### src/hw/core_pkg.sv
`default_nettype none

package core_pkg;

	localparam int XLEN = 32;
	localparam int REG_ADDR_W = 4;
	localparam int NUM_REGS = 1 << REG_ADDR_W;
	localparam int IMEM_DEPTH = 256;
	localparam int IMEM_IDX_W = $clog2(IMEM_DEPTH);
	localparam int APB_ADDR_W = 12;

	localparam logic [APB_ADDR_W-1:0] ADDR_IMEM_BASE = 12'h000; // instruction words, write only
	localparam logic [APB_ADDR_W-1:0] ADDR_CTRL = 12'h400;
	localparam logic [APB_ADDR_W-1:0] ADDR_STATUS = 12'h404;
	localparam logic [APB_ADDR_W-1:0] ADDR_REG_BASE = 12'h500; // r0..r15, read only

	typedef enum logic [3:0] {
		T_ALU = 4'h0,
		T_LDI = 4'h1,
		T_MOV = 4'h2,
		T_HALT = 4'hf
	} instr_type_e;

	typedef enum logic [3:0] {
		OP_ADD = 4'h0,
		OP_SUB = 4'h1,
		OP_AND = 4'h2,
		OP_OR = 4'h3,
		OP_XOR = 4'h4
	} alu_op_e;

	// instruction field extraction
	function automatic instr_type_e instr_type(input logic [XLEN-1:0] ir);
		return instr_type_e'(ir[31:28]);
	endfunction

	function automatic alu_op_e instr_op(input logic [XLEN-1:0] ir);
		return alu_op_e'(ir[27:24]);
	endfunction

	function automatic logic [REG_ADDR_W-1:0] instr_ra(input logic [XLEN-1:0] ir);
		return ir[23:20];
	endfunction

	function automatic logic [REG_ADDR_W-1:0] instr_rb(input logic [XLEN-1:0] ir);
		return ir[19:16];
	endfunction

	function automatic logic [REG_ADDR_W-1:0] instr_rc(input logic [XLEN-1:0] ir);
		return ir[15:12];
	endfunction

	function automatic logic [XLEN-1:0] instr_imm(input logic [XLEN-1:0] ir);
		return {16'h0000, ir[15:0]}; // zero extended
	endfunction

endpackage

`default_nettype wire

### src/hw/core_if.sv
`timescale 1ns/1ns
`default_nettype none


interface dec_ex_if;
	logic valid;
	logic [core_pkg::XLEN-1:0] ir;
	logic [core_pkg::XLEN-1:0] op_a;
	logic [core_pkg::XLEN-1:0] op_b;
	logic wr_en;

	modport decode (
		output valid,
		output ir,
		output op_a,
		output op_b,
		output wr_en
	);

	modport execute (
		input valid,
		input ir,
		input op_a,
		input op_b,
		input wr_en
	);
endinterface

`default_nettype wire

### src/hw/execute_unit.sv
`timescale 1ns/1ns
`default_nettype none

module execute_unit (
	input wire stall_i,
	dec_ex_if.execute dx_i,
	output logic wr_en_o,
	output logic [core_pkg::REG_ADDR_W-1:0] wr_addr_o,
	output logic [core_pkg::XLEN-1:0] wr_data_o,
	output logic halt_seen_o
);
	core_pkg::instr_type_e ir_type;
	core_pkg::alu_op_e alu_op;
	logic [core_pkg::XLEN-1:0] alu_result;
	logic active;

	assign ir_type = core_pkg::instr_type(dx_i.ir);
	assign alu_op = core_pkg::instr_op(dx_i.ir);
	assign active = dx_i.valid && !stall_i;

	always_comb
	begin
		case (alu_op)
			core_pkg::OP_ADD:
				alu_result = dx_i.op_a + dx_i.op_b;
			core_pkg::OP_SUB:
				alu_result = dx_i.op_a - dx_i.op_b;
			core_pkg::OP_AND:
				alu_result = dx_i.op_a & dx_i.op_b;
			core_pkg::OP_OR:
				alu_result = dx_i.op_a | dx_i.op_b;
			core_pkg::OP_XOR:
				alu_result = dx_i.op_a ^ dx_i.op_b;
			default:
				alu_result = '0; // undefined op
		endcase
	end

	// result select
	always_comb
	begin
		case (ir_type)
			core_pkg::T_ALU:
				wr_data_o = alu_result;
			core_pkg::T_MOV:
				wr_data_o = dx_i.op_a;
			core_pkg::T_LDI:
				wr_data_o = core_pkg::instr_imm(dx_i.ir);
			default:
				wr_data_o = '0;
		endcase
	end

	assign wr_en_o = active && dx_i.wr_en;
	assign wr_addr_o = core_pkg::instr_ra(dx_i.ir);
	assign halt_seen_o = active && (ir_type == core_pkg::T_HALT);
endmodule

`default_nettype wire

### src/flat_wrapper.sv
// flat-port wrapper written by rule: the top's interface ports become plain ports
module execute_unit_flat 
  (stall_i, wr_en_o, wr_addr_o, wr_data_o, halt_seen_o, dx_i_valid, dx_i_ir, dx_i_op_a, dx_i_op_b, dx_i_wr_en);
  dec_ex_if dx_i_i ();
  input wire stall_i;
  output logic wr_en_o;
  output logic [core_pkg::REG_ADDR_W-1:0] wr_addr_o;
  output logic [core_pkg::XLEN-1:0] wr_data_o;
  output logic halt_seen_o;
  input wire logic [$bits(dx_i_i.valid)-1:0] dx_i_valid;
  input wire logic [$bits(dx_i_i.ir)-1:0] dx_i_ir;
  input wire logic [$bits(dx_i_i.op_a)-1:0] dx_i_op_a;
  input wire logic [$bits(dx_i_i.op_b)-1:0] dx_i_op_b;
  input wire logic [$bits(dx_i_i.wr_en)-1:0] dx_i_wr_en;
  assign dx_i_i.valid = dx_i_valid;
  assign dx_i_i.ir = dx_i_ir;
  assign dx_i_i.op_a = dx_i_op_a;
  assign dx_i_i.op_b = dx_i_op_b;
  assign dx_i_i.wr_en = dx_i_wr_en;
  execute_unit u_core (.stall_i(stall_i), .dx_i(dx_i_i), .wr_en_o(wr_en_o), .wr_addr_o(wr_addr_o), .wr_data_o(wr_data_o), .halt_seen_o(halt_seen_o));
endmodule
### config.mk
export PLATFORM = sky130hd
export DESIGN_NAME = execute_unit_flat
export DESIGN_NICKNAME = d
export VERILOG_FILES = /design/src/hw/core_pkg.sv /design/src/hw/core_if.sv /design/src/hw/execute_unit.sv /design/src/flat_wrapper.sv
export SDC_FILE = /design/constraint.sdc
export NUM_CORES = 1
export LEC_CHECK = 0
export ABC_AREA = 0
export BUFFER_PORTS_ARGS = -buffer_cell sky130_fd_sc_hd__clkbuf_2
export CELL_PAD_IN_SITES_DETAIL_PLACEMENT = 0
export CELL_PAD_IN_SITES_GLOBAL_PLACEMENT = 1
export CORE_UTILIZATION = 35
export DETAILED_ROUTE_END_ITERATION = 8
export GPL_TIMING_DRIVEN = 1
export PLACE_DENSITY_LB_ADDON = 0.1
export SYNTH_ARGS = -nofsm -noshare
export SYNTH_HDL_FRONTEND = slang
export SYNTH_SLANG_ARGS = --single-unit
### constraint.sdc
create_clock -name vclk -period 3.79
set_input_delay 0.379 -clock vclk [all_inputs]
set_output_delay 0.379 -clock vclk [all_outputs]
set_load 0.02 [all_outputs]
After elaboration in Yosys (flattened, before gate mapping)

Index checks and enable logic that the tools add are counted.

Muxes and demuxes: 2
Eq/ne operators: 7
Bitwise operators: 3
Add/subtract/negate cells: 2
Reductions and logical operators: 6

Operators by type and width:

| kind                                           | count |
|---|---|
| case mux 32 bit (5 select lines)               | 1 |
| case mux 32 bit (3 select lines)               | 1 |
| adder 32 bit                                   | 1 |
| AND 32 bit                                     | 1 |
| bitwise OR 32 bit                              | 1 |
| subtractor 32 bit                              | 1 |
| bitwise XOR 32 bit                             | 1 |
| == test 4 x 2 -> 1 bit (second input constant) | 3 |
| == test 4 x 1 -> 1 bit (second input constant) | 2 |
| zero test 4 bit                                | 2 |
| == test 4 x 3 -> 1 bit (second input constant) | 1 |
| == test 4 bit (second input constant)          | 1 |
| logical AND 1 bit                              | 3 |
| zero test 1 bit                                | 1 |

Bits of input ports: 99
Output and inout port bits: 38
Logic and storage cells: 20
Bits in registers: 0

Longest topological paths before layout

Word-level depth: 3
Depth in mapped cells: 20
Gate-level depth less buffers: 19

Worst setup path before layout

Ideal clock, no wire load.

Kind: input to output
Start: input dx_i_ir[25]
End: output wr_data_o[29] in the netlist's numbering
Stages: 16
Required time: 3.411 ns
Path slack: -0.227 ns
Data arrival time: 3.638 ns
Path through: nor3_2 and2_1 buf_2 buf_1 nor2_1 xnor2_1 ha_1 a21o_1 or3_1 o32ai_1 o21ai_1 a21bo_1 a31o_2 a31oi_1 xor2_1 o21ai_1

Word-level cells in the longest chain between the ends: 3
Elaborated cells on any way between the ends: 7

RTL lines:

| item                                           | RTL line           | RTL |
|---|---|---|
| start, declared                                | flat_wrapper.sv:11 | `input wire logic [$bits(dx_i_i.ir)-1:0] dx_i_ir;` |
| == test 4 x 3 -> 1 bit (tied with other cells) | execute_unit.sv:23 | `case (alu_op)` |
| case mux 32 bit (5 select lines) *             | execute_unit.sv:23 |  |
| case mux 32 bit (3 select lines) *             | execute_unit.sv:42 | `case (ir_type)` |
| end, declared                                  | flat_wrapper.sv:8  | `output logic [core_pkg::XLEN-1:0] wr_data_o;` |

Mark *: on every way between the ends. The rest lies on a longest branch, timed or not.

Worst setup path in the final report

Start: input dx_i_ir[27]
End: output wr_data_o[24] in the netlist's numbering

The elaborated chain is that of the path after synthesis.

==> results.ini <==
[cells_and_area]
multi_input_area_um2=4790
syn_to_final_growth_pct=63.6
insertedDiodeCount=0
n_fill_cell=1179
design_area_um2=7390
postLayoutCoreUtil=0.585
clockBufferCount=0
nets=1103
register_area_um2=0
finalNonFillerCells=1077
seq_cells=0
drive_above_1_share=0.477

[hold_path]
whs_path_depth=0
hold_class=in2out

[placed_design]
place_area_um2=6190
dp_cells=1029
io_buffers=125
dp_hpwl_um=13000
gp_congestion=0.908

[critical_path]
worstSetupEndpointType=output pin
path_cells=clkbuf_2, nor3_4, and2_4, buf_12, buf_4, a31oi_1, xnor2_1, ha_2, nand3_1, nor2_2, o21ai_1, o21a_2, nor3_4, nor3_4, o311ai_2, o41ai_2, a221o_1, buf_6
worstPathBufferInverterCount=4
cp_slowest_stage_delay_ns=0.38
cp-start-kind=input pin
worstPathArrival_ns=3.59
critPathKind=in2out
worstPathRequired_ns=3.41
path_depth=18
critPathMaxFanout=8
cp_top_family=compound AO/OA/AOI/OAI gates
cp_slowest_cell=ha_2
cpMostUsedCell=nor3_4

[route]
first_iter_violations=272
wl_per_cell_um=16.2
wirelength_um=17400
via_per_inst=5.37
drc=2
num_vias=5788
first_pass_iters=6
postRouteAntennaNets=0

[pwr]
power_density_nw_per_um2=147
p_sw_mw=0.552
combPwrFrac=1.000
peakVddDrop_v=0.0000543
intPower_mw=0.537
p_leak_nw=3.63
pwr-share-clk=0
finalPower_mw=1.09
sw_frac_of_total=0.507
pwr-share-seq=0

[synthesis]
ys_warn_count=0
synthCells=646
synth.net_count=842
ys_types=67
syn_avg_cell_area_um2=6.99
netlist_area_um2=4520
synth_seq_area_share=0

[floorplan]
core_area_um2=12600
start_util=0.358
pin_count=137
num_rows=41
die_width_um=116
die_y_um=116
dieArea_um2=13400

[job]
cap_viol_max_count=0

[sta]
rsz0062_at_grt=yes
tightestPinTransition_ns=1.13
tns_ns=-0.844
setup_viol=10
finalMaxSlewViolations=0
relSlewSlack=0.246
min_period_ns=3.97
min_period_over_period=1.05
timing.fmax_mhz=252
hold_viol=0
fin_ws_ns=-0.177

[global_route]
grt_usage=0.249
grt_pass1_vias=5559
grt_first_pass_wirelength_um=27100
grt.overflow.total=0
grt_max_degree=33
antenna_found_initial=0

[run_status]
violations=design-rule violations, negative setup slack
status=finished with violations

[cell usage after synthesis, types with 3 or more instances]
| cell type | number | area [µm²] |
|---|---|---|
| o21a_1 | 5 | 37.5 |
| o211ai_1 | 3 | 22.5 |
| a221o_1 | 4 | 40.0 |
| nor2_1 | 59 | 221 |
| o31ai_1 | 6 | 45.0 |
| nor2b_1 | 3 | 18.8 |
| clkbuf_1 | 30 | 113 |
| inv_1 | 69 | 259 |
| a21o_1 | 16 | 120 |
| a31oi_1 | 12 | 75.1 |
| nand2b_1 | 5 | 31.3 |
| buf_4 | 4 | 30.0 |
| nand2_1 | 37 | 139 |
| nand4_1 | 6 | 37.5 |
| a221oi_1 | 26 | 228 |
| a211oi_1 | 5 | 37.5 |
| nor3_2 | 5 | 50.1 |
| xnor2_1 | 40 | 350 |
| a22oi_1 | 16 | 120 |
| o21ai_1 | 18 | 90.1 |
| o221ai_1 | 15 | 131 |
| a21oi_1 | 51 | 255 |
| ha_1 | 96 | 1200 |
| or3_1 | 3 | 18.8 |
| and3_1 | 4 | 25.0 |
| xor2_1 | 10 | 87.6 |
| nand3_1 | 12 | 60.1 |
| o21ai_0 | 24 | 120 |
| nor3_1 | 11 | 55.1 |
| a31o_2 | 3 | 26.3 |
[cell families (layout without fill, tap and decap cells)]
| logic type | after synthesis | count (layout) | synth area share |
|---|---|---|---|
| AOI/OAI and AO/OA | 224 | 224 | 0.339 |
| xor gates and xnor gates | 52 | 52 | 0.104 |
| muxes | 1 | 1 | 0.00222 |
| buffers and inverters | 109 | 368 | 0.0978 |
| and+or+nand+nor | 163 | 163 | 0.186 |
| adders and majority gates | 97 | 97 | 0.270 |
[cells in the final DEF, fill, tap and decap left out, types with 4 or more instances in the layout]
master,netlist,final
xnor2_1,40,34
inv_1,69,64
a31oi_1,12,7
nor3_2,5,9
nand2_1,37,29
nor3_4,1,5
clkbuf_8,0,4
clkbuf_2,0,100
ha_1,96,87
xor2_1,10,5
a21oi_2,0,20
nand2_2,0,6
o221ai_2,0,5
o21ai_0,24,14
buf_4,4,172
a221o_1,4,4
nand4_1,6,6
nand2b_1,5,5
a221oi_1,26,26
xnor2_2,2,7
a21oi_1,51,30
buf_6,2,19
o21a_1,5,4
o21ai_1,18,20
nand3_1,12,7
a22oi_1,16,16
o21ai_2,0,8
nor2_4,0,5
nor2_1,59,52
ha_2,0,8
a211oi_1,5,4
a21o_1,16,16
o221ai_1,15,10
[power by group through the flow]
stage | sequential (mW) | clock (mW) | combinational (mW)
after floorplan | 0 | 0 | 0.464
after detailed placement | 0 | 0 | 0.827
final | 0 | 0 | 1.09
after CTS | 0 | 0 | 0.941
after global routing | 0 | 0 | 1.18
after global placement | 0 | 0 | 0.813
[path summary, 6_finish.rpt]
path | startpoint | endpoint | slack [ns]
max | dx_i_ir[27] | wr_data_o[24] | -0.18
min | dx_i_ir[21] | wr_addr_o[1] | 0.76
[metrics by stage]
| step | hold slack [ns] | setup slack [ns] |
|---|---|---|
| detailed placement | 0.758 | -0.327 |
| CTS | 0.758 | -0.133 |
| global route | 0.758 | -0.318 |
| finish | 0.758 | -0.177 |
| floorplan | 0.841 | -0.0294 |
| global placement | 0.758 | -0.318 |
[repair_timing]
item,in CTS,in global routing
hold buffers,0,0
buffers inserted,24,29
cloned,0,0
gates resized for setup,90,120
pin swaps,45,80
setup endpoints to repair,16,21
[area by class of cell]
cell class         count  share of cell area
well taps            172              0.0291
inverters             69              0.0361
repair buffers       299               0.286
multi-input cells    537               0.648
[routing by layer]
| layer | vias to the layer above | GRT usage | share of wire |
|---|---|---|---|
| met5 | - | 0 | 0 |
| met3 | 8 | 0.00471 | 0.036 |
| met2 | 143 | 0.458 | 0.50 |
| met4 | 0 | 0.0182 | 0.0043 |
| li1 | 2890 | - | - |
| met1 | 2747 | 0.336 | 0.45 |
Note: power is estimated with default switching activity, not from simulation.
