<file path="src/hw/core_pkg.sv">
`default_nettype none

package core_pkg;

	localparam int XLEN = 32;
	localparam int REG_ADDR_W = 4;
	localparam int NUM_REGS = 1 << REG_ADDR_W;
	localparam int IMEM_DEPTH = 256;
	localparam int IMEM_IDX_W = $clog2(IMEM_DEPTH);
	localparam int APB_ADDR_W = 12;

	localparam logic [APB_ADDR_W-1:0] ADDR_IMEM_BASE = 12'h000; // instruction words, write only
	localparam logic [APB_ADDR_W-1:0] ADDR_CTRL = 12'h400;
	localparam logic [APB_ADDR_W-1:0] ADDR_STATUS = 12'h404;
	localparam logic [APB_ADDR_W-1:0] ADDR_REG_BASE = 12'h500; // r0..r15, read only

	typedef enum logic [3:0] {
		T_ALU = 4'h0,
		T_LDI = 4'h1,
		T_MOV = 4'h2,
		T_HALT = 4'hf
	} instr_type_e;

	typedef enum logic [3:0] {
		OP_ADD = 4'h0,
		OP_SUB = 4'h1,
		OP_AND = 4'h2,
		OP_OR = 4'h3,
		OP_XOR = 4'h4
	} alu_op_e;

	// instruction field extraction
	function automatic instr_type_e instr_type(input logic [XLEN-1:0] ir);
		return instr_type_e'(ir[31:28]);
	endfunction

	function automatic alu_op_e instr_op(input logic [XLEN-1:0] ir);
		return alu_op_e'(ir[27:24]);
	endfunction

	function automatic logic [REG_ADDR_W-1:0] instr_ra(input logic [XLEN-1:0] ir);
		return ir[23:20];
	endfunction

	function automatic logic [REG_ADDR_W-1:0] instr_rb(input logic [XLEN-1:0] ir);
		return ir[19:16];
	endfunction

	function automatic logic [REG_ADDR_W-1:0] instr_rc(input logic [XLEN-1:0] ir);
		return ir[15:12];
	endfunction

	function automatic logic [XLEN-1:0] instr_imm(input logic [XLEN-1:0] ir);
		return {16'h0000, ir[15:0]}; // zero extended
	endfunction

endpackage

`default_nettype wire

</file>
<file path="src/hw/apb_host_port.sv">
`timescale 1ns/1ns
`default_nettype none

module apb_host_port (
	input wire clk_i,
	input wire rst_i,
	input wire psel_i,
	input wire penable_i,
	input wire pwrite_i,
	input wire [core_pkg::APB_ADDR_W-1:0] paddr_i,
	input wire [core_pkg::XLEN-1:0] pwdata_i,
	output logic [core_pkg::XLEN-1:0] prdata_o,
	output logic pready_o,
	output logic pslverr_o,
	input wire halt_seen_i,
	output logic imem_we_o,
	output logic [core_pkg::IMEM_IDX_W-1:0] imem_addr_o,
	output logic [core_pkg::XLEN-1:0] imem_data_o,
	output logic run_o,
	output logic restart_o,
	output logic [core_pkg::REG_ADDR_W-1:0] dbg_addr_o,
	input wire [core_pkg::XLEN-1:0] dbg_data_i
);
	logic access;
	logic hit_imem;
	logic hit_ctrl;
	logic hit_status;
	logic hit_reg;
	logic err;
	logic halted;

	assign access = psel_i && penable_i;

	// address decode
	assign hit_imem = paddr_i[11:10] == core_pkg::ADDR_IMEM_BASE[11:10];
	assign hit_ctrl = paddr_i == core_pkg::ADDR_CTRL;
	assign hit_status = paddr_i == core_pkg::ADDR_STATUS;
	assign hit_reg = paddr_i[11:6] == core_pkg::ADDR_REG_BASE[11:6];

	assign err = !(hit_imem || hit_ctrl || hit_status || hit_reg)
		|| (hit_imem && (!pwrite_i || run_o)); // imem is write only and locked while running

	assign pready_o = 1'b1;
	assign pslverr_o = access && err;

	assign imem_we_o = access && pwrite_i && hit_imem && !run_o;
	assign imem_addr_o = paddr_i[core_pkg::IMEM_IDX_W+1:2];
	assign imem_data_o = pwdata_i;

	assign restart_o = access && pwrite_i && hit_ctrl && pwdata_i[0];
	assign dbg_addr_o = paddr_i[core_pkg::REG_ADDR_W+1:2];

	always_comb
	begin
		prdata_o = '0;
		if (hit_status)
			prdata_o = {30'h0, halted, run_o};
		else if (hit_reg)
			prdata_o = dbg_data_i;
	end

	always_ff @(posedge clk_i or posedge rst_i)
	begin
		if (rst_i)
		begin
			run_o <= 1'b0;
			halted <= 1'b0;
		end
		else if (restart_o)
		begin
			run_o <= 1'b1;
			halted <= 1'b0;
		end
		else if (halt_seen_i)
		begin
			run_o <= 1'b0;
			halted <= 1'b1;
		end
	end
endmodule

`default_nettype wire

</file>
<file path="config.mk">
export PLATFORM = sky130hd
export DESIGN_NAME = apb_host_port
export DESIGN_NICKNAME = d
export VERILOG_FILES = /design/src/hw/core_pkg.sv /design/src/hw/apb_host_port.sv
export SDC_FILE = /design/constraint.sdc
export NUM_CORES = 1
export LEC_CHECK = 0
export ABC_AREA = 1
export CAP_MARGIN = 15
export CORE_AREA = 2 2 63 65
export CTS_CLUSTER_SIZE = 24
export DETAILED_ROUTE_END_ITERATION = 8
export DIE_AREA = 0 0 65 67
export DONT_BUFFER_PORTS = 1
export PLACE_DENSITY = 0.42
export REMOVE_ABC_BUFFERS = 1
export SKIP_CTS_REPAIR_TIMING = 1
export SYNTH_ARGS = -nofsm -noshare
export SYNTH_HDL_FRONTEND = slang
export SYNTH_SLANG_ARGS = --single-unit
export TNS_END_PERCENT = 20
</file>
<file path="constraint.sdc">
create_clock -name clk_i -period 1.01 [get_ports clk_i]
set_input_delay 0.202 -clock clk_i [delete_from_list [all_inputs] [get_ports clk_i]]
set_output_delay 0.202 -clock clk_i [all_outputs]
set_load 0.01 [all_outputs]
</file>
### Yosys cells after proc, flatten, opt, wreduce, memory -nomap -nowiden

Index checks and enable logic that the tools add are counted.
Widths: inputs -> output; s select.

* flip-flop bits (word level): 2
* bits of input ports: 82
* word-level logic and storage cells: 29

* equal/unequal tests: 3
* multiplexer cells: 6
* reduce and logical (&&, ||, !) cells: 18

Operators by type and width (count)
* $mux 32: 2
* $eq 12x11->1 const B: 2
* $logic_and 1x1->1: 8
* $eq 6x5->1 const B: 1
* $logic_or 1x1->1: 5
* $mux 1: 4
* $logic_not 1->1: 3
* $logic_not 2->1: 1
* $reduce_bool 2->1: 1

### Logic depth before layout (Yosys ltp)

Gate-level depths: netlist of the first run.

* depth after elaboration: 7
* depth in mapped cells: 6

### Least setup slack after synthesis of the first run

OpenSTA, ideal clock, no wires.

* path type: input port to output port
* start point: in paddr_i[11] (netlist bit)
* end point: out prdata_o[0] (netlist bit)
* data arrival time: 0.891 ns
* data required time: 0.808 ns
* slack: -0.083 ns
* stages on the path: 5
* buffers on the path: 0
* cell sequence: inv_1 > nand2_1 > nor2_1 > nand3_1 > o21ai_0

* cells in the longest elaborated chain, start to end: 3
* elaborated cells on any way between the ends: 4
* classes of those cells: 2 x eq/ne; 2 x mux

RTL lines
* start, declared: line apb_host_port.sv:10 `input wire [core_pkg::APB_ADDR_W-1:0] paddr_i,`
* $eq 6x5->1: line apb_host_port.sv:38 `assign hit_reg = paddr_i[11:6] == core_pkg::ADDR_REG_BASE[11:6];`
* $mux 32: line apb_host_port.sv:58 `else if (hit_reg)`
* $mux 32 (*): line apb_host_port.sv:56 `if (hit_status)`
* end, declared: line apb_host_port.sv:12 `output logic [core_pkg::XLEN-1:0] prdata_o,`

Mark *: on every way between the ends. The rest lies on a longest branch, timed or not.

### Final worst setup path of the first run

* start point: reg run_o
* end point: out imem_we_o

* cells in the longest elaborated chain, start to end: 2

RTL lines
* start, declared: line apb_host_port.sv:19 `output logic run_o,`
* start signal, assigned: line apb_host_port.sv:66 `run_o <= 1'b0;`
* start signal, assigned: line apb_host_port.sv:71 `run_o <= 1'b1;`
* start signal, assigned: line apb_host_port.sv:76 `run_o <= 1'b0;`
* $logic_not 1->1: line apb_host_port.sv:46 `assign imem_we_o = access && pwrite_i && hit_imem && !run_o;`
* $logic_and 1x1->1: line apb_host_port.sv:46
* end, declared: line apb_host_port.sv:16 `output logic imem_we_o,`

Every way passes these cells.

==> results of run 1 <==
-- flip-flops by register name (all words and copies together), names as in the netlist --
| name | count |
|---|---|
| halted | 1 |
| run_o | 1 |
-- worst max-delay path: stages (launching register included) --
cell and delay, ns:
dfrtp_1 0.37, inv_2 0.09, nand2_2 0.06, nor3_2 0.10, buf_4 0.14
-- cells in the final DEF, fill, tap and decap left out --
master         instances
nand3_1                1
nand2_2                5
inv_2                  3
nand3_2                1
nand4_1                1
clkbuf_16              1
dlygate4sd3_1          1
dfrtp_1                2
o21ai_2                2
nand3_4                2
conb_1                 1
nor2_1                 5
clkbuf_8               3
nor3_2                 1
nand2_1               11
nor2_2                 6
inv_1                 39
buf_12                 2
o21ai_0                2
nor2_4                29
inv_4                  3
buf_4                  9
-- worst paths after layout --
| kind | startpoint | endpoint | slack [ns] | depth (start not counted) |
|---|---|---|---|---|
| worst max-delay path | run_o | imem_we_o | -0.16 | 4 |
| worst min-delay path | halt_seen_i | run_o | 0.09 | 1 |
| min in group asynchronous | rst_i | halted | 0.29 | 2 |
| worst max register to register | run_o | run_o | 0.25 | 3 |
| max in group asynchronous | rst_i | run_o | 0.61 | 2 |
| worst min register to register | halted | halted | 0.50 | 2 |
-- logic make-up after synthesis --
family | synth area share, %
compound gates | 2.07
other cells | 0.388
simple gates | 36.4
flops | 5.18
buf+inv | 56.0
-- cell type report --
class,count,area (um2)
fillers,405,2580
multi-input cells,67,553
inverters,45,176
repair buffers,13,143
well taps,48,60.1
flip-flops and latches,2,50.0
clock buffers,3,41.3
-- per-layer routing --
layer | GRT usage (%) | vias up | wire length, um
li1 | - | 339 | -
met1 | 6.93 | 315 | 685
met2 | 21.9 | 105 | 1950
met3 | 19.6 | 0 | 939
met4 | 5.05 | 0 | 0
met5 | 0 | - | 0
-- where the power goes --
part           internal [mW]  switching, mW
Clock                  0.252         0.0655
Combinational         0.0508          0.104
Sequential            0.0808     0.00000239
Total                  0.384          0.169
==> metrics.txt, run 1 <==
most common cell in the synthesized netlist=buf_4; clk sinks=2; leakage power=around 0.5 nW; main flop type after synthesis=dfrtp_1; sequential area share after synthesis=5.18%; CTS tree=built; Fin. Hold Viols=0; number of global-route vias before repair=560; Async SR Flop Fraction=between 90% and 100%; HP Class=in -> reg; Core ar.=between 3000 and 4000 um2; initial antenna violation count=0; cell area after synthesis=966 um2; EDFF count, synth=0; worst skew pair latency=0.21 ns; post-synthesis register bit count=2; post-synth top area cell=buf_4; initial DRC count=9; Starting Density=between 20% and 30%; Final period util=116%; hpwl dp=2870 um; worst slack at placement=-0.222 ns; DRC=0; crit-path max FO=3; total CTS buffers=3; die area=between 4000 and 5000 um2; # H-tree levels=1; critical path required time=about 0.8 ns; Routed Antenna Nets=0; area grow syn2layout=5.96%; Synth Instances=roughly 160; routed length per instance=about 20 um; RSZ-0062 raised after global routing=true; Slew Limit Fails=0; synth cell count leaders=buf_4, inv_1, nor2_2; first-pass GRT wire length=~3800 um; layout cell share with drive strength beyond 1=51.5%; root buf cell=clkbuf_8; Final #Nets=214; WS Path Type=reg -> out; I/O Buffers=0; PwrDens=about 540 nW/um2; Area contributors post-synth=buf_4, inv_1, nor2_2; max cap viols=0; grt total ovfl=0; status=complete, but fails checks; GRT Overall Usage=13.3%; yosys warns=0; CTS Buffer Depth=2; PnR worst setup slack=-0.162 ns; syn avg cell area=approximately 6.0 um2; Final Routed Wirelength=about 3600 um; via density per instance=4.26; Die X=approximately 65 um; post-synth top area share=35.0%; Vias=759; Worst setup EP type=output pin; dpl cells=approximately 170; # IOs=between 150 and 200; Final Cell Area=roughly 1000 um2; gpl congestion=around 0.72; largest net degree at the start of global routing=31; post-route insts no fill=around 180; Inserted Diodes=0; Final Setup Violations=35; First-pass DRT Iterations=4; startpoint type of the worst setup path=register; f_max=~0.85 GHz; Yosys cell types=14; Clock Pin Slew Worst Setup and Hold Paths=0.03 ns; setup_tns=-1.70 ns; die span in y=about 67 um; Worst EP arrival=0.97 ns; failing checks=setup timing; Peak VDD IR=around 0.53 mV; Area after DPL=between 700 and 800 um2; Final Core Density=28.4%; overall power=about 0.55 mW; hold_ws=between 0.09 and 0.1 ns; minimum clock period=approximately 1.2 ns; clock skew=0 ns; Rows=22
Power figures use the tool's default switching activity.
==> run 2: changes to the inputs <==
GPL_TIMING_DRIVEN = 0   (was unset)
==> run 2 against run 1 <==
The flow still finishes with violations (setup timing). First-iteration DRC count up 56%. Maximum frequency about the same. Count of clock-buffer cells in the layout is the same. Non-clock buffer count decreased by 10. Clock skew unchanged. Largest cell class unchanged.
==> metrics.txt, run 2 (same netlist as run 1, synthesis figures left out) <==
I/O Buffers=0 (unchanged); largest net degree at the start of global routing=31 (unchanged); Peak VDD IR=0.717 mV (+35%); Largest regs=halted (1), run_o (1); Rows=22 (unchanged); PwrDens=572 nW/um2 (+5.9%); die span in y=67 um (unchanged); Final #Nets=205 (-4.2%); routed length per instance=19.7 um (-1.7%); power share of the clock group=58.4% (+0.9 points); layout cell share with drive strength beyond 1=42.1% (-9.4 points); Internal Power=0.373 mW (-2.8%); first-pass GRT wire length=3520 um (-7.8%); HP Class=in -> reg; # H-tree levels=1 (unchanged); Core ar.=3610 um2 (unchanged); number of global-route vias before repair=500 (-11%); worst skew pair latency=0.21 ns (about the same); dpl cells=162 (-5.3%); most frequent cells in the layout=inv_1, nor2_4, nand2_1, nor2_1; Vias=719 (-5.3%); Final Setup Violations=34 (-2.9%); RSZ-0062 raised after global routing=true; clk sinks=2 (unchanged); root buf cell=clkbuf_8; total CTS buffers=3 (unchanged); Comb power frac=26.5% (-1.4 points); Starting Density=26.8% (unchanged); Routed Antenna Nets=0 (unchanged); hpwl dp=2830 um (-1.5%); max cap viols=0 (unchanged); Final period util=116% (about the same); clock skew=0 ns (unchanged); Final Routed Wirelength=3340 um (-6.7%); status=complete, but fails checks; minimum clock period=1.17 ns (+0.000965 ns); leakage power=0.452 nW (-10%); f_max=0.852 GHz (about the same); Slew Limit Fails=0 (unchanged); die area=4360 um2 (unchanged); gpl congestion=0.773 (+6.8%); DRC=0 (unchanged); startpoint type of the worst setup path=register; initial antenna violation count=0 (unchanged); GRT Overall Usage=12.3% (-1.0 points); area grow syn2layout=-3.11%; critical path required time=0.81 ns (about the same); CTS Buffer Depth=2 (unchanged); Fin. Hold Viols=0 (unchanged); failing checks=setup timing; First-pass DRT Iterations=2 (-2); Die X=65 um (unchanged); grt total ovfl=0 (unchanged); # IOs=163 (unchanged); crit-path max FO=3 (unchanged); PnR worst setup slack=-0.163 ns (-0.000965 ns); post-route insts no fill=169 (-5.1%); commonest non-fill, non-tap cell in the layout=inv_1; Final Core Density=26.0% (-2.4 points); initial DRC count=14 (+5); Worst setup EP type=output pin; Worst EP arrival=0.97 ns (about the same); via density per instance=4.25 (-0.23%); WS Path Type=reg -> out; net switching power figure=0.162 mW (-3.9%); fraction of power spent switching nets=30.3% (-0.24 points); Inserted Diodes=0 (unchanged); Clock Pin Slew Worst Setup and Hold Paths=0.03 ns (about the same); Seq pwr share=15.1% (+0.5 points); CTS tree=built; R2R Setup Slk=0.25 ns (about the same)
==> run 2: cell types whose count changed in the layout (fill, tap and decap cells not counted), moves of 2 or more <==
cell / delta
nor2_4: +3
inv_1: +3
nand3_4: -2
nor2_2: -4
inv_4: -3
nand2_2: -4
nand2_1: +3
buf_4: -8
nand3_2: +2
==> run 2: final timing paths <==
kind,startpoint,depth (start not counted),endpoint
max,run_o,4,pslverr_o
min,halt_seen_i,1,run_o
max reg2reg,run_o,2,run_o
min reg2reg,halted,2,halted
max in group asynchronous,rst_i,2,run_o
min in group asynchronous,rst_i,2,halted
==> run 2: area by class of cell <==
cell class	count	area, um2
timing repair inverter	1	11.3
clock buffer	3	41.3
multi-input combinational	67	554
fill	410	2670
tap	48	60.1
sequential	2	50.0
inverter	45	181
timing repair buffer	3	37.5
==> run 2: power by group through the flow <==
| stage | Clock [mW] | Sequential [mW] | Combinational, mW |
|---|---|---|---|
| after floorplan | 0 | 0.0816 | 0.0878 |
| after global placement | 0 | 0.0816 | 0.0966 |
| after detailed placement | 0 | 0.0816 | 0.0974 |
| after CTS | 0.325 | 0.0808 | 0.0977 |
| after global routing | 0.330 | 0.0808 | 0.159 |
| final | 0.313 | 0.0808 | 0.142 |
==> run 2: per-layer routing <==
layer	vias up	part of all wire, %	global-route usage (%)
met5	-	0	0
met4	0	0.33	2.66
met3	2	23	15.0
met2	93	51	20.5
met1	300	25	8.73
li1	324	-	-
==> run 2: stage by stage <==
stage / hold WS [ns] / instance area [um2] / setup slack, ns / total power [mW] / TNS (ns)
3_3_place_gp: -0.0501 / 654 / -0.378 / 0.178 / -11.61
2_1_floorplan: -0.0568 / 594 / -0.239 / 0.169 / -7.13
5_1_grt: 0.0913 / 936 / -0.204 / 0.570 / -5.16
6_report: 0.0928 / 936 / -0.163 / 0.536 / -3.07
3_5_place_dp: -0.0509 / 654 / -0.403 / 0.179 / -12.28
4_1_cts: -0.274 / 696 / -0.403 / 0.503 / -12.63
==> run 2: critical path, cell delays in order, from the launching register on <==
cell	delay, ns
dfrtp_1	0.41
inv_2	0.12
nand2_4	0.07
nand4_1	0.08
nand2_2	0.08
