File: config.mk
export PLATFORM = sky130hd
export DESIGN_NAME = idecode_flat
export DESIGN_NICKNAME = d
export VERILOG_FILES = /design/src/hw/core_pkg.sv /design/src/hw/core_if.sv /design/src/hw/idecode.sv /design/src/hw/register_file.sv /design/src/flat_wrapper.sv
export SDC_FILE = /design/constraint.sdc
export NUM_CORES = 2
export LEC_CHECK = 0
export BUFFER_PORTS_ARGS = -buffer_cell sky130_fd_sc_hd__buf_4
export CORE_ASPECT_RATIO = 0.5
export CORE_MARGIN = 3
export CORE_UTILIZATION = 45
export DETAILED_ROUTE_END_ITERATION = 16
export GPL_ROUTABILITY_DRIVEN = 0
export GPL_TIMING_DRIVEN = 0
export PLACE_DENSITY = 0.72
export REMOVE_ABC_BUFFERS = 1
export SLEW_MARGIN = 20
export SYNTH_ARGS = -nofsm -noshare
export SYNTH_HDL_FRONTEND = slang
export SYNTH_SLANG_ARGS = --single-unit
File: constraint.sdc
create_clock -name clk_i -period 16.3 [get_ports clk_i]
set_clock_uncertainty 0.15 [all_clocks]
set_input_delay 2.445 -clock clk_i [delete_from_list [all_inputs] [get_ports clk_i]]
set_output_delay 2.445 -clock clk_i [all_outputs]
set_load 0.005 [all_outputs]
File: src/hw/core_pkg.sv
`default_nettype none

package core_pkg;

	localparam int XLEN = 32;
	localparam int REG_ADDR_W = 4;
	localparam int NUM_REGS = 1 << REG_ADDR_W;
	localparam int IMEM_DEPTH = 256;
	localparam int IMEM_IDX_W = $clog2(IMEM_DEPTH);
	localparam int APB_ADDR_W = 12;

	localparam logic [APB_ADDR_W-1:0] ADDR_IMEM_BASE = 12'h000; // instruction words, write only
	localparam logic [APB_ADDR_W-1:0] ADDR_CTRL = 12'h400;
	localparam logic [APB_ADDR_W-1:0] ADDR_STATUS = 12'h404;
	localparam logic [APB_ADDR_W-1:0] ADDR_REG_BASE = 12'h500; // r0..r15, read only

	typedef enum logic [3:0] {
		T_ALU = 4'h0,
		T_LDI = 4'h1,
		T_MOV = 4'h2,
		T_HALT = 4'hf
	} instr_type_e;

	typedef enum logic [3:0] {
		OP_ADD = 4'h0,
		OP_SUB = 4'h1,
		OP_AND = 4'h2,
		OP_OR = 4'h3,
		OP_XOR = 4'h4
	} alu_op_e;

	// instruction field extraction
	function automatic instr_type_e instr_type(input logic [XLEN-1:0] ir);
		return instr_type_e'(ir[31:28]);
	endfunction

	function automatic alu_op_e instr_op(input logic [XLEN-1:0] ir);
		return alu_op_e'(ir[27:24]);
	endfunction

	function automatic logic [REG_ADDR_W-1:0] instr_ra(input logic [XLEN-1:0] ir);
		return ir[23:20];
	endfunction

	function automatic logic [REG_ADDR_W-1:0] instr_rb(input logic [XLEN-1:0] ir);
		return ir[19:16];
	endfunction

	function automatic logic [REG_ADDR_W-1:0] instr_rc(input logic [XLEN-1:0] ir);
		return ir[15:12];
	endfunction

	function automatic logic [XLEN-1:0] instr_imm(input logic [XLEN-1:0] ir);
		return {16'h0000, ir[15:0]}; // zero extended
	endfunction

endpackage

`default_nettype wire

File: src/hw/core_if.sv
`timescale 1ns/1ns
`default_nettype none

interface fetch_dec_if;
	logic valid;
	logic [core_pkg::XLEN-1:0] ir;
	logic [core_pkg::XLEN-1:0] pc;

	modport fetch (
		output valid,
		output ir,
		output pc
	);

	modport decode (
		input valid,
		input ir,
		input pc
	);
endinterface

interface dec_ex_if;
	logic valid;
	logic [core_pkg::XLEN-1:0] ir;
	logic [core_pkg::XLEN-1:0] op_a;
	logic [core_pkg::XLEN-1:0] op_b;
	logic wr_en;

	modport decode (
		output valid,
		output ir,
		output op_a,
		output op_b,
		output wr_en
	);

	modport execute (
		input valid,
		input ir,
		input op_a,
		input op_b,
		input wr_en
	);
endinterface

`default_nettype wire

File: src/hw/idecode.sv
`timescale 1ns/1ns
`default_nettype none

module idecode (
	input wire clk_i,
	input wire rst_i,
	input wire stall_i,
	input wire flush_i,
	fetch_dec_if.decode fd_i,
	dec_ex_if.decode dx_o,
	input wire wr_en_i,
	input wire [core_pkg::REG_ADDR_W-1:0] wr_addr_i,
	input wire [core_pkg::XLEN-1:0] wr_data_i,
	input wire [core_pkg::REG_ADDR_W-1:0] dbg_addr_i,
	output logic [core_pkg::XLEN-1:0] dbg_data_o
);
	core_pkg::instr_type_e ir_type;
	logic [core_pkg::REG_ADDR_W-1:0] read1;
	logic [core_pkg::REG_ADDR_W-1:0] read2;
	logic [core_pkg::XLEN-1:0] rf_data1;
	logic [core_pkg::XLEN-1:0] rf_data2;
	logic wr_en_next;

	assign ir_type = core_pkg::instr_type(fd_i.ir);

	// read port selection by type
	always_comb
	begin
		case (ir_type)
			core_pkg::T_ALU:
			begin
				read1 = core_pkg::instr_rb(fd_i.ir);
				read2 = core_pkg::instr_rc(fd_i.ir);
			end
			core_pkg::T_MOV:
			begin
				read1 = core_pkg::instr_rb(fd_i.ir);
				read2 = core_pkg::instr_rb(fd_i.ir);
			end
			default:
			begin
				read1 = '0; // LDI, HALT and no-ops read nothing
				read2 = '0;
			end
		endcase
	end

	always_comb
	begin
		case (ir_type)
			core_pkg::T_ALU,
			core_pkg::T_LDI,
			core_pkg::T_MOV:
				wr_en_next = fd_i.valid;
			default:
				wr_en_next = 1'b0;
		endcase
	end

	always_ff @(posedge clk_i or posedge rst_i)
	begin
		if (rst_i)
		begin
			dx_o.valid <= 1'b0;
			dx_o.wr_en <= 1'b0;
		end
		else if (flush_i)
		begin
			dx_o.valid <= 1'b0;
			dx_o.wr_en <= 1'b0;
		end
		else if (!stall_i)
		begin
			dx_o.valid <= fd_i.valid;
			dx_o.wr_en <= wr_en_next;
		end
	end

	always_ff @(posedge clk_i)
	begin
		if (!stall_i)
		begin
			dx_o.ir <= fd_i.ir;
			dx_o.op_a <= rf_data1;
			dx_o.op_b <= rf_data2;
		end
	end

	register_file i_register_file (
		.clk_i(clk_i),
		.rst_i(rst_i),
		.read1_i(read1),
		.read2_i(read2),
		.data1_o(rf_data1),
		.data2_o(rf_data2),
		.write_en_i(wr_en_i),
		.write_addr_i(wr_addr_i),
		.write_data_i(wr_data_i),
		.dbg_addr_i(dbg_addr_i),
		.dbg_data_o(dbg_data_o)
	);
endmodule

`default_nettype wire

File: src/hw/register_file.sv
`timescale 1ns/1ns
`default_nettype none

module register_file (
	input wire clk_i,
	input wire rst_i,
	input wire [core_pkg::REG_ADDR_W-1:0] read1_i,
	input wire [core_pkg::REG_ADDR_W-1:0] read2_i,
	output logic [core_pkg::XLEN-1:0] data1_o,
	output logic [core_pkg::XLEN-1:0] data2_o,
	input wire write_en_i,
	input wire [core_pkg::REG_ADDR_W-1:0] write_addr_i,
	input wire [core_pkg::XLEN-1:0] write_data_i,
	input wire [core_pkg::REG_ADDR_W-1:0] dbg_addr_i,
	output logic [core_pkg::XLEN-1:0] dbg_data_o
);
	logic [core_pkg::XLEN-1:0] regs [core_pkg::NUM_REGS];
	logic hit1;
	logic hit2;
	logic hit_dbg;

	always_ff @(posedge clk_i or posedge rst_i)
	begin
		if (rst_i)
		begin
			for (int i = 0; i < core_pkg::NUM_REGS; i++)
				regs[i] <= '0;
		end
		else if (write_en_i)
			regs[write_addr_i] <= write_data_i;
	end

	// same-cycle write is visible on every read port
	assign hit1 = write_en_i && (write_addr_i == read1_i);
	assign hit2 = write_en_i && (write_addr_i == read2_i);
	assign hit_dbg = write_en_i && (write_addr_i == dbg_addr_i);

	assign data1_o = hit1 ? write_data_i : regs[read1_i];
	assign data2_o = hit2 ? write_data_i : regs[read2_i];
	assign dbg_data_o = hit_dbg ? write_data_i : regs[dbg_addr_i];
endmodule

`default_nettype wire

File: src/flat_wrapper.sv
// flat-port wrapper written by rule: the top's interface ports become plain ports
module idecode_flat 
  (clk_i, rst_i, stall_i, flush_i, wr_en_i, wr_addr_i, wr_data_i, dbg_addr_i, dbg_data_o, fd_i_valid, fd_i_ir, fd_i_pc, dx_o_valid, dx_o_ir, dx_o_op_a, dx_o_op_b, dx_o_wr_en);
  fetch_dec_if fd_i_i ();
  dec_ex_if dx_o_i ();
  input wire clk_i;
  input wire rst_i;
  input wire stall_i;
  input wire flush_i;
  input wire wr_en_i;
  input wire [core_pkg::REG_ADDR_W-1:0] wr_addr_i;
  input wire [core_pkg::XLEN-1:0] wr_data_i;
  input wire [core_pkg::REG_ADDR_W-1:0] dbg_addr_i;
  output logic [core_pkg::XLEN-1:0] dbg_data_o;
  input wire logic [$bits(fd_i_i.valid)-1:0] fd_i_valid;
  input wire logic [$bits(fd_i_i.ir)-1:0] fd_i_ir;
  input wire logic [$bits(fd_i_i.pc)-1:0] fd_i_pc;
  output wire logic [$bits(dx_o_i.valid)-1:0] dx_o_valid;
  output wire logic [$bits(dx_o_i.ir)-1:0] dx_o_ir;
  output wire logic [$bits(dx_o_i.op_a)-1:0] dx_o_op_a;
  output wire logic [$bits(dx_o_i.op_b)-1:0] dx_o_op_b;
  output wire logic [$bits(dx_o_i.wr_en)-1:0] dx_o_wr_en;
  assign fd_i_i.valid = fd_i_valid;
  assign fd_i_i.ir = fd_i_ir;
  assign fd_i_i.pc = fd_i_pc;
  assign dx_o_valid = dx_o_i.valid;
  assign dx_o_ir = dx_o_i.ir;
  assign dx_o_op_a = dx_o_i.op_a;
  assign dx_o_op_b = dx_o_i.op_b;
  assign dx_o_wr_en = dx_o_i.wr_en;
  idecode u_core (.clk_i(clk_i), .rst_i(rst_i), .stall_i(stall_i), .flush_i(flush_i), .fd_i(fd_i_i), .dx_o(dx_o_i), .wr_en_i(wr_en_i), .wr_addr_i(wr_addr_i), .wr_data_i(wr_data_i), .dbg_addr_i(dbg_addr_i), .dbg_data_o(dbg_data_o));
endmodule
## Word level (Yosys, flattened, before mapping)

Cells that the tools add are included.

- Output and inout bits: 130
- Bits in registers: 610
- Input port bits: 110

- Bitwise operators: 4
- Reductions and logical operators: 7
- $lt $le $gt $ge: 5
- Multiplexer cells: 22
- Equality and inequality tests: 6

Operators with widths:

| kind | number |
|---|---|
| 512-bit bitwise mux | 1 |
| 32-bit binary-select mux with 4-bit select | 3 |
| 32-bit two-way mux | 10 |
| 32-bit demux with 4-bit select | 1 |
| 5-bit >= comparator, second input constant | 4 |
| 4-bit NOT with 5-bit output | 4 |
| 4-bit equality test | 3 |
| 4-bit one-hot mux with 2 select lines | 1 |
| 5-bit by 1-bit < comparator with 1-bit output, second input constant | 1 |
| 1-bit two-way mux | 5 |
| 4-bit by 1-bit equality test with 1-bit output, second input constant | 1 |
| 4-bit by 2-bit equality test with 1-bit output, second input constant | 1 |
| 1-bit logical AND | 4 |
| 4-bit zero test | 1 |
| 4-bit two-way mux | 1 |
| 3-bit OR reduction | 1 |
| 2-bit by 1-bit inequality test with 1-bit output, second input constant | 1 |
| 2-bit OR reduction | 1 |

## Longest topological paths before layout

- Depth in word-level cells: 8
- Mapped depth: 10

## By module

A second synthesis with hierarchy kept.

- Cells, all modules: 2223
- Area, all modules: 34802.1 um^2

By module, submodules not included:

| module | instances | area each (um^2) | seq. area each (um^2) | cells an instance |
|---|---|---|---|---|
| register_file | 1 | 31717.9 | 12812.3 | 2102 |
| idecode | 1 | 3084.2 | 2932.8 | 121 |

## Worst setup path before layout

Ideal clock, no wire load.

- Path kind: input-to-output
- Start point: input port dbg_addr_i[1] (netlist bit)
- End point: output port dbg_data_o[0] (netlist bit)
- Stages on the path: 5
- Slack: 9.200 ns
- Path buffers: 2
- Data arrival time: 4.505 ns
- Data required time: 13.705 ns
- Cells stage by stage: buf_2 buf_1 mux4_2 mux4_2 mux2_2

- Longest elaborated chain between the ends: 5

RTL lines:

| element | RTL line | RTL |
|---|---|---|
| start: declaration | flat_wrapper.sv:13 | `input wire [core_pkg::REG_ADDR_W-1:0] dbg_addr_i;` |
| 4-bit NOT with 5-bit output (implied by the code) | register_file.sv:40 | `assign dbg_data_o = hit_dbg ? write_data_i : regs[dbg_addr_i];` |
| 32-bit binary-select mux with 4-bit select | register_file.sv:40 |  |
| 32-bit two-way mux (implied by the code) (2 in series) | register_file.sv:40 |  |
| 32-bit two-way mux (*) | register_file.sv:40 |  |
| end: declaration | flat_wrapper.sv:14 | `output logic [core_pkg::XLEN-1:0] dbg_data_o;` |

Every way passes the cells marked *; elsewhere a longest branch is shown, timed or not. The select of a mux whose other input is x is not followed.

## Final worst setup path

- Start point: input port dbg_addr_i[2] (netlist bit)
- End point: output port dbg_data_o[5] (netlist bit)

The elaborated chain is that of the path after synthesis.

==> flow_metrics.py <==
metrics = {
    "outcome": {
        "status": "finished clean",
    },
    "clocking": {
        "clk_latency_ns": 0.67,
        "cts_resized": 0,
        "hold_buffers": 0,
        "clockRootBuffer": "clkbuf_16",
        "clock-sinks": 610,
        "htreeDepth": 2,
        "clk_pin_slew_ns": 0.07,
        "clockBufferDepth": 3,
        "cts_buffers": 59,
        "postCtsSetupRepairBufs": 0,
        "cts_tree": "built",
    },
    "critical_path": {
        "crit_fanout": 33,
        "crit_top_cell": "buf_4",
        "worstPathCellList": "buf_4, xor2_1, nor4_2, buf_2, buf_4, buf_2, buf_4, mux2_2, buf_4",
        "r2r_start": "u_core.i_register_file.regs[181]",
        "critical-path-slowest-cell": "nor4_2",
        "path_buf_inv": 6,
        "cp-start-kind": "primary input",
        "slowest_delay_ns": 0.82,
        "crit_arrival_ns": 5.76,
        "r2r_end": "u_core.dx_o.op_b[21]",
        "critical_path_class": "primary input to output port",
        "reg2reg_depth": 3,
        "r2r_slack_ns": 14.05,
        "cp-end-kind": "output port",
        "setup.worst_path.end": "dbg_data_o[5]",
        "critical_path_depth": 9,
        "required_ns": 13.71,
        "critPathLaunch": "dbg_addr_i[2]",
        "crit_family": "buffers and inverters",
    },
    "grt": {
        "grt_pass1_wl_um": 172000,
        "antenna_found_initial": 2,
        "grt-ovfl-total": 0,
        "grt_pass1_vias": 27474,
        "grt_max_degree": 104,
        "track_usage_pct": 27.6,
    },
    "detailed_routing": {
        "viasPerCell": 7.04,
        "ant_nets": 0,
        "drc": 0,
        "first_pass_iters": 7,
        "routed_wirelength_um": 116000,
        "drt_iter0_drc": 3448,
        "via_count": 27289,
        "wl_per_cell_um": 29.9,
    },
    "synthesis": {
        "synth_area_per_cell_um2": 12.7,
        "yosysTopAreaCell": "dfrtp_1",
        "ys_async_sr_fraction_pct": 84.3,
        "yosysSeqAreaShare_pct": 44.9,
        "synth_ff_type": "dfrtp_1",
        "syn_area_um2": 35100,
        "yosys-top-cells-area": "dfrtp_1 (37%), mux2_2 (18%), mux4_2 (12%)",
        "synth.distinct_cells": 46,
        "synth-edff-count": 96,
        "yosys_warnings": 0,
        "ys_ff_latch": 610,
        "synth_top_area_share_pct": 36.7,
        "synth_cells": 2761,
    },
    "power_and_ir_drop": {
        "p_leak_nw": 16.4,
        "irDropWorstVdd_uv": 96.3,
        "p_per_area_nw_per_um2": 117,
        "p_total_w": 0.00475,
    },
    "timing": {
        "max_freq_ghz": 0.120,
        "hold_viol": 0,
        "period_minus_slack_ns": 8.35,
        "min_period_over_period_pct": 51.2,
        "grt_setup_unrepaired": "no",
        "slew_headroom_pct": 31.5,
        "whs_ns": 0.371,
        "tightest_slew_ns": 1.03,
        "maxSlewViolCount": 0,
        "setup_violations": 0,
        "timing.final.ws_setup_ns": 7.95,
    },
    "floorplanning": {
        "core_region_area_um2": 76100,
        "fp.dieH_um": 203,
        "die_w_um": 401,
        "num_io_pins": 240,
        "start_util_pct": 46.1,
        "die-area_um2": 81500,
        "rows": 71,
    },
    "placement": {
        "dp_cells": 3765,
        "portBuffers": 207,
        "dp_slack_ns": 8.09,
        "dpl.hpwl_um": 70800,
    },
    "finish": {
        "fin_nets": 2914,
        "drive_above_1_share_pct": 41.3,
        "final_cell_count_no_fill": 3875,
        "area_delta_synth_final_pct": 16.0,
    },
    "run": {
        "cap_violations": 0,
    },
    "hold_path": {
        "hp-class": "flip-flop to flip-flop",
    },
}
-- report_power, final --
part | leakage, nW | total [W] | switching (W) | internal, W
combinational | 8.21 | 0.00116 | 0.000473 | 0.000687
clock | 0.934 | 0.00138 | 0.000631 | 0.000745
sequential | 7.26 | 0.00222 | 0.000328 | 0.00189
-- logic make-up (layout without fill, tap and decap cells) --
kind of cell | Yosys count | after routing | share of synthesized area [%]
multiplexers | 932 | 932 | 35.4
flip-flops | 610 | 610 | 44.9
buffers and inverters | 330 | 420 | 3.81
other | 0 | 2 | 0
AND/OR/NAND/NOR | 297 | 297 | 3.90
XOR/XNOR | 10 | 10 | 0.250
AO/OA/AOI/OAI | 582 | 582 | 11.7
-- registers in the layout (all words and copies together) (netlist names) --
name and flops:
u_core.dx_o.valid 1, u_core.dx_o.op_a 32, u_core.dx_o.ir 32, u_core.dx_o.wr_en 1, u_core.i_register_file.regs 512, u_core.dx_o.op_b 32
-- layout make-up --
cell class              count  area [um2]
fillers                  6096       35400
flip-flops and latches    610       15700
clock inverters            25         223
diodes                      2        5.00
clock buffers              83        1660
repair buffers            309        3460
multi-input cells        1821       18300
well taps                1022        1280
inverters                   3        23.8
-- worst register-to-register path: stages (launching register included) --
cell       delay [ns]
dfrtp_1          0.41
mux4_2           0.47
a2111oi_0        0.78
a21oi_1          0.16
-- metrics by stage --
step	area [um2]	TNS [ns]	util, %
after floorplan	33700	-334.90	-
after global placement	36600	-3674.98	48.1
after detailed placement	38800	0	51.0
after CTS	40700	0	53.4
after global routing	40700	0	53.4
final	40700	0	53.4
-- worst min path at each step --
stage	start	to	slack (ns)	cells after the start
2_1_floorplan	u_core.dx_o.wr_en	u_core.dx_o.wr_en	0.35	2
3_3_place_gp	u_core.dx_o.wr_en	u_core.dx_o.wr_en	0.35	2
3_5_place_dp	u_core.dx_o.wr_en	u_core.dx_o.wr_en	0.37	2
4_1_cts	u_core.dx_o.wr_en	u_core.dx_o.wr_en	0.38	2
5_1_grt	u_core.dx_o.wr_en	u_core.dx_o.wr_en	0.40	2
6_report	u_core.dx_o.wr_en	u_core.dx_o.wr_en	0.37	2
-- cell usage in the layout (no fill, tap or decap), types with 5 or more instances in the layout --
master     count
nand3_4        5
a2111oi_0     30
buf_12        23
mux2_2       545
clkinv_2      15
nand2_1      141
o22ai_1       30
nand3_1       32
a22oi_1       33
buf_16        37
clkbuf_1      17
o221ai_1     128
buf_6         21
o21ai_0       24
mux2i_1      192
a32oi_1       33
nor2_1        39
xnor2_1        7
a31oi_1       32
edfxtp_1      96
a221oi_1      61
nand2_4        5
buf_8          6
a211oi_1      33
o21ai_1       11
and2_1        35
mux4_2       192
buf_4        217
buf_2          5
dfrtp_1      514
a21oi_1      163
clkbuf_8       5
clkbuf_16     61
nor2_4        13
-- Yosys cell counts, types with 2 or more instances --
| master | number |
|---|---|
| nand2_2 | 2 |
| o21ai_0 | 24 |
| nor2b_1 | 4 |
| xor2_1 | 3 |
| buf_2 | 54 |
| nor4_1 | 2 |
| mux2_2 | 546 |
| nor3_1 | 3 |
| edfxtp_1 | 96 |
| and2_1 | 37 |
| a211oi_1 | 33 |
| a31oi_1 | 32 |
| mux2i_1 | 193 |
| buf_6 | 3 |
| nand4_1 | 2 |
| o21ai_1 | 12 |
| mux4_2 | 192 |
| nor2_1 | 51 |
| a22oi_1 | 33 |
| a21oi_1 | 163 |
| nor4b_2 | 2 |
| nand2_1 | 145 |
| a32oi_1 | 33 |
| o221ai_1 | 128 |
| clkbuf_1 | 201 |
| o22ai_1 | 30 |
| inv_1 | 3 |
| a221oi_1 | 61 |
| nand3_1 | 37 |
| dfrtp_1 | 514 |
| buf_1 | 67 |
| a2111oi_0 | 30 |
| nand2b_1 | 5 |
| xnor2_1 | 7 |
| buf_4 | 2 |
-- metal layers --
layer | share of wire (%) | up-vias | GRT usage [%]
li1 | - | 10940 | -
met4 | 6.3 | 0 | 16.6
met5 | 0 | - | 0
met2 | 46 | 1978 | 43.8
met3 | 11 | 492 | 6.50
met1 | 37 | 13879 | 34.8
Power figures use the tool's default switching activity.
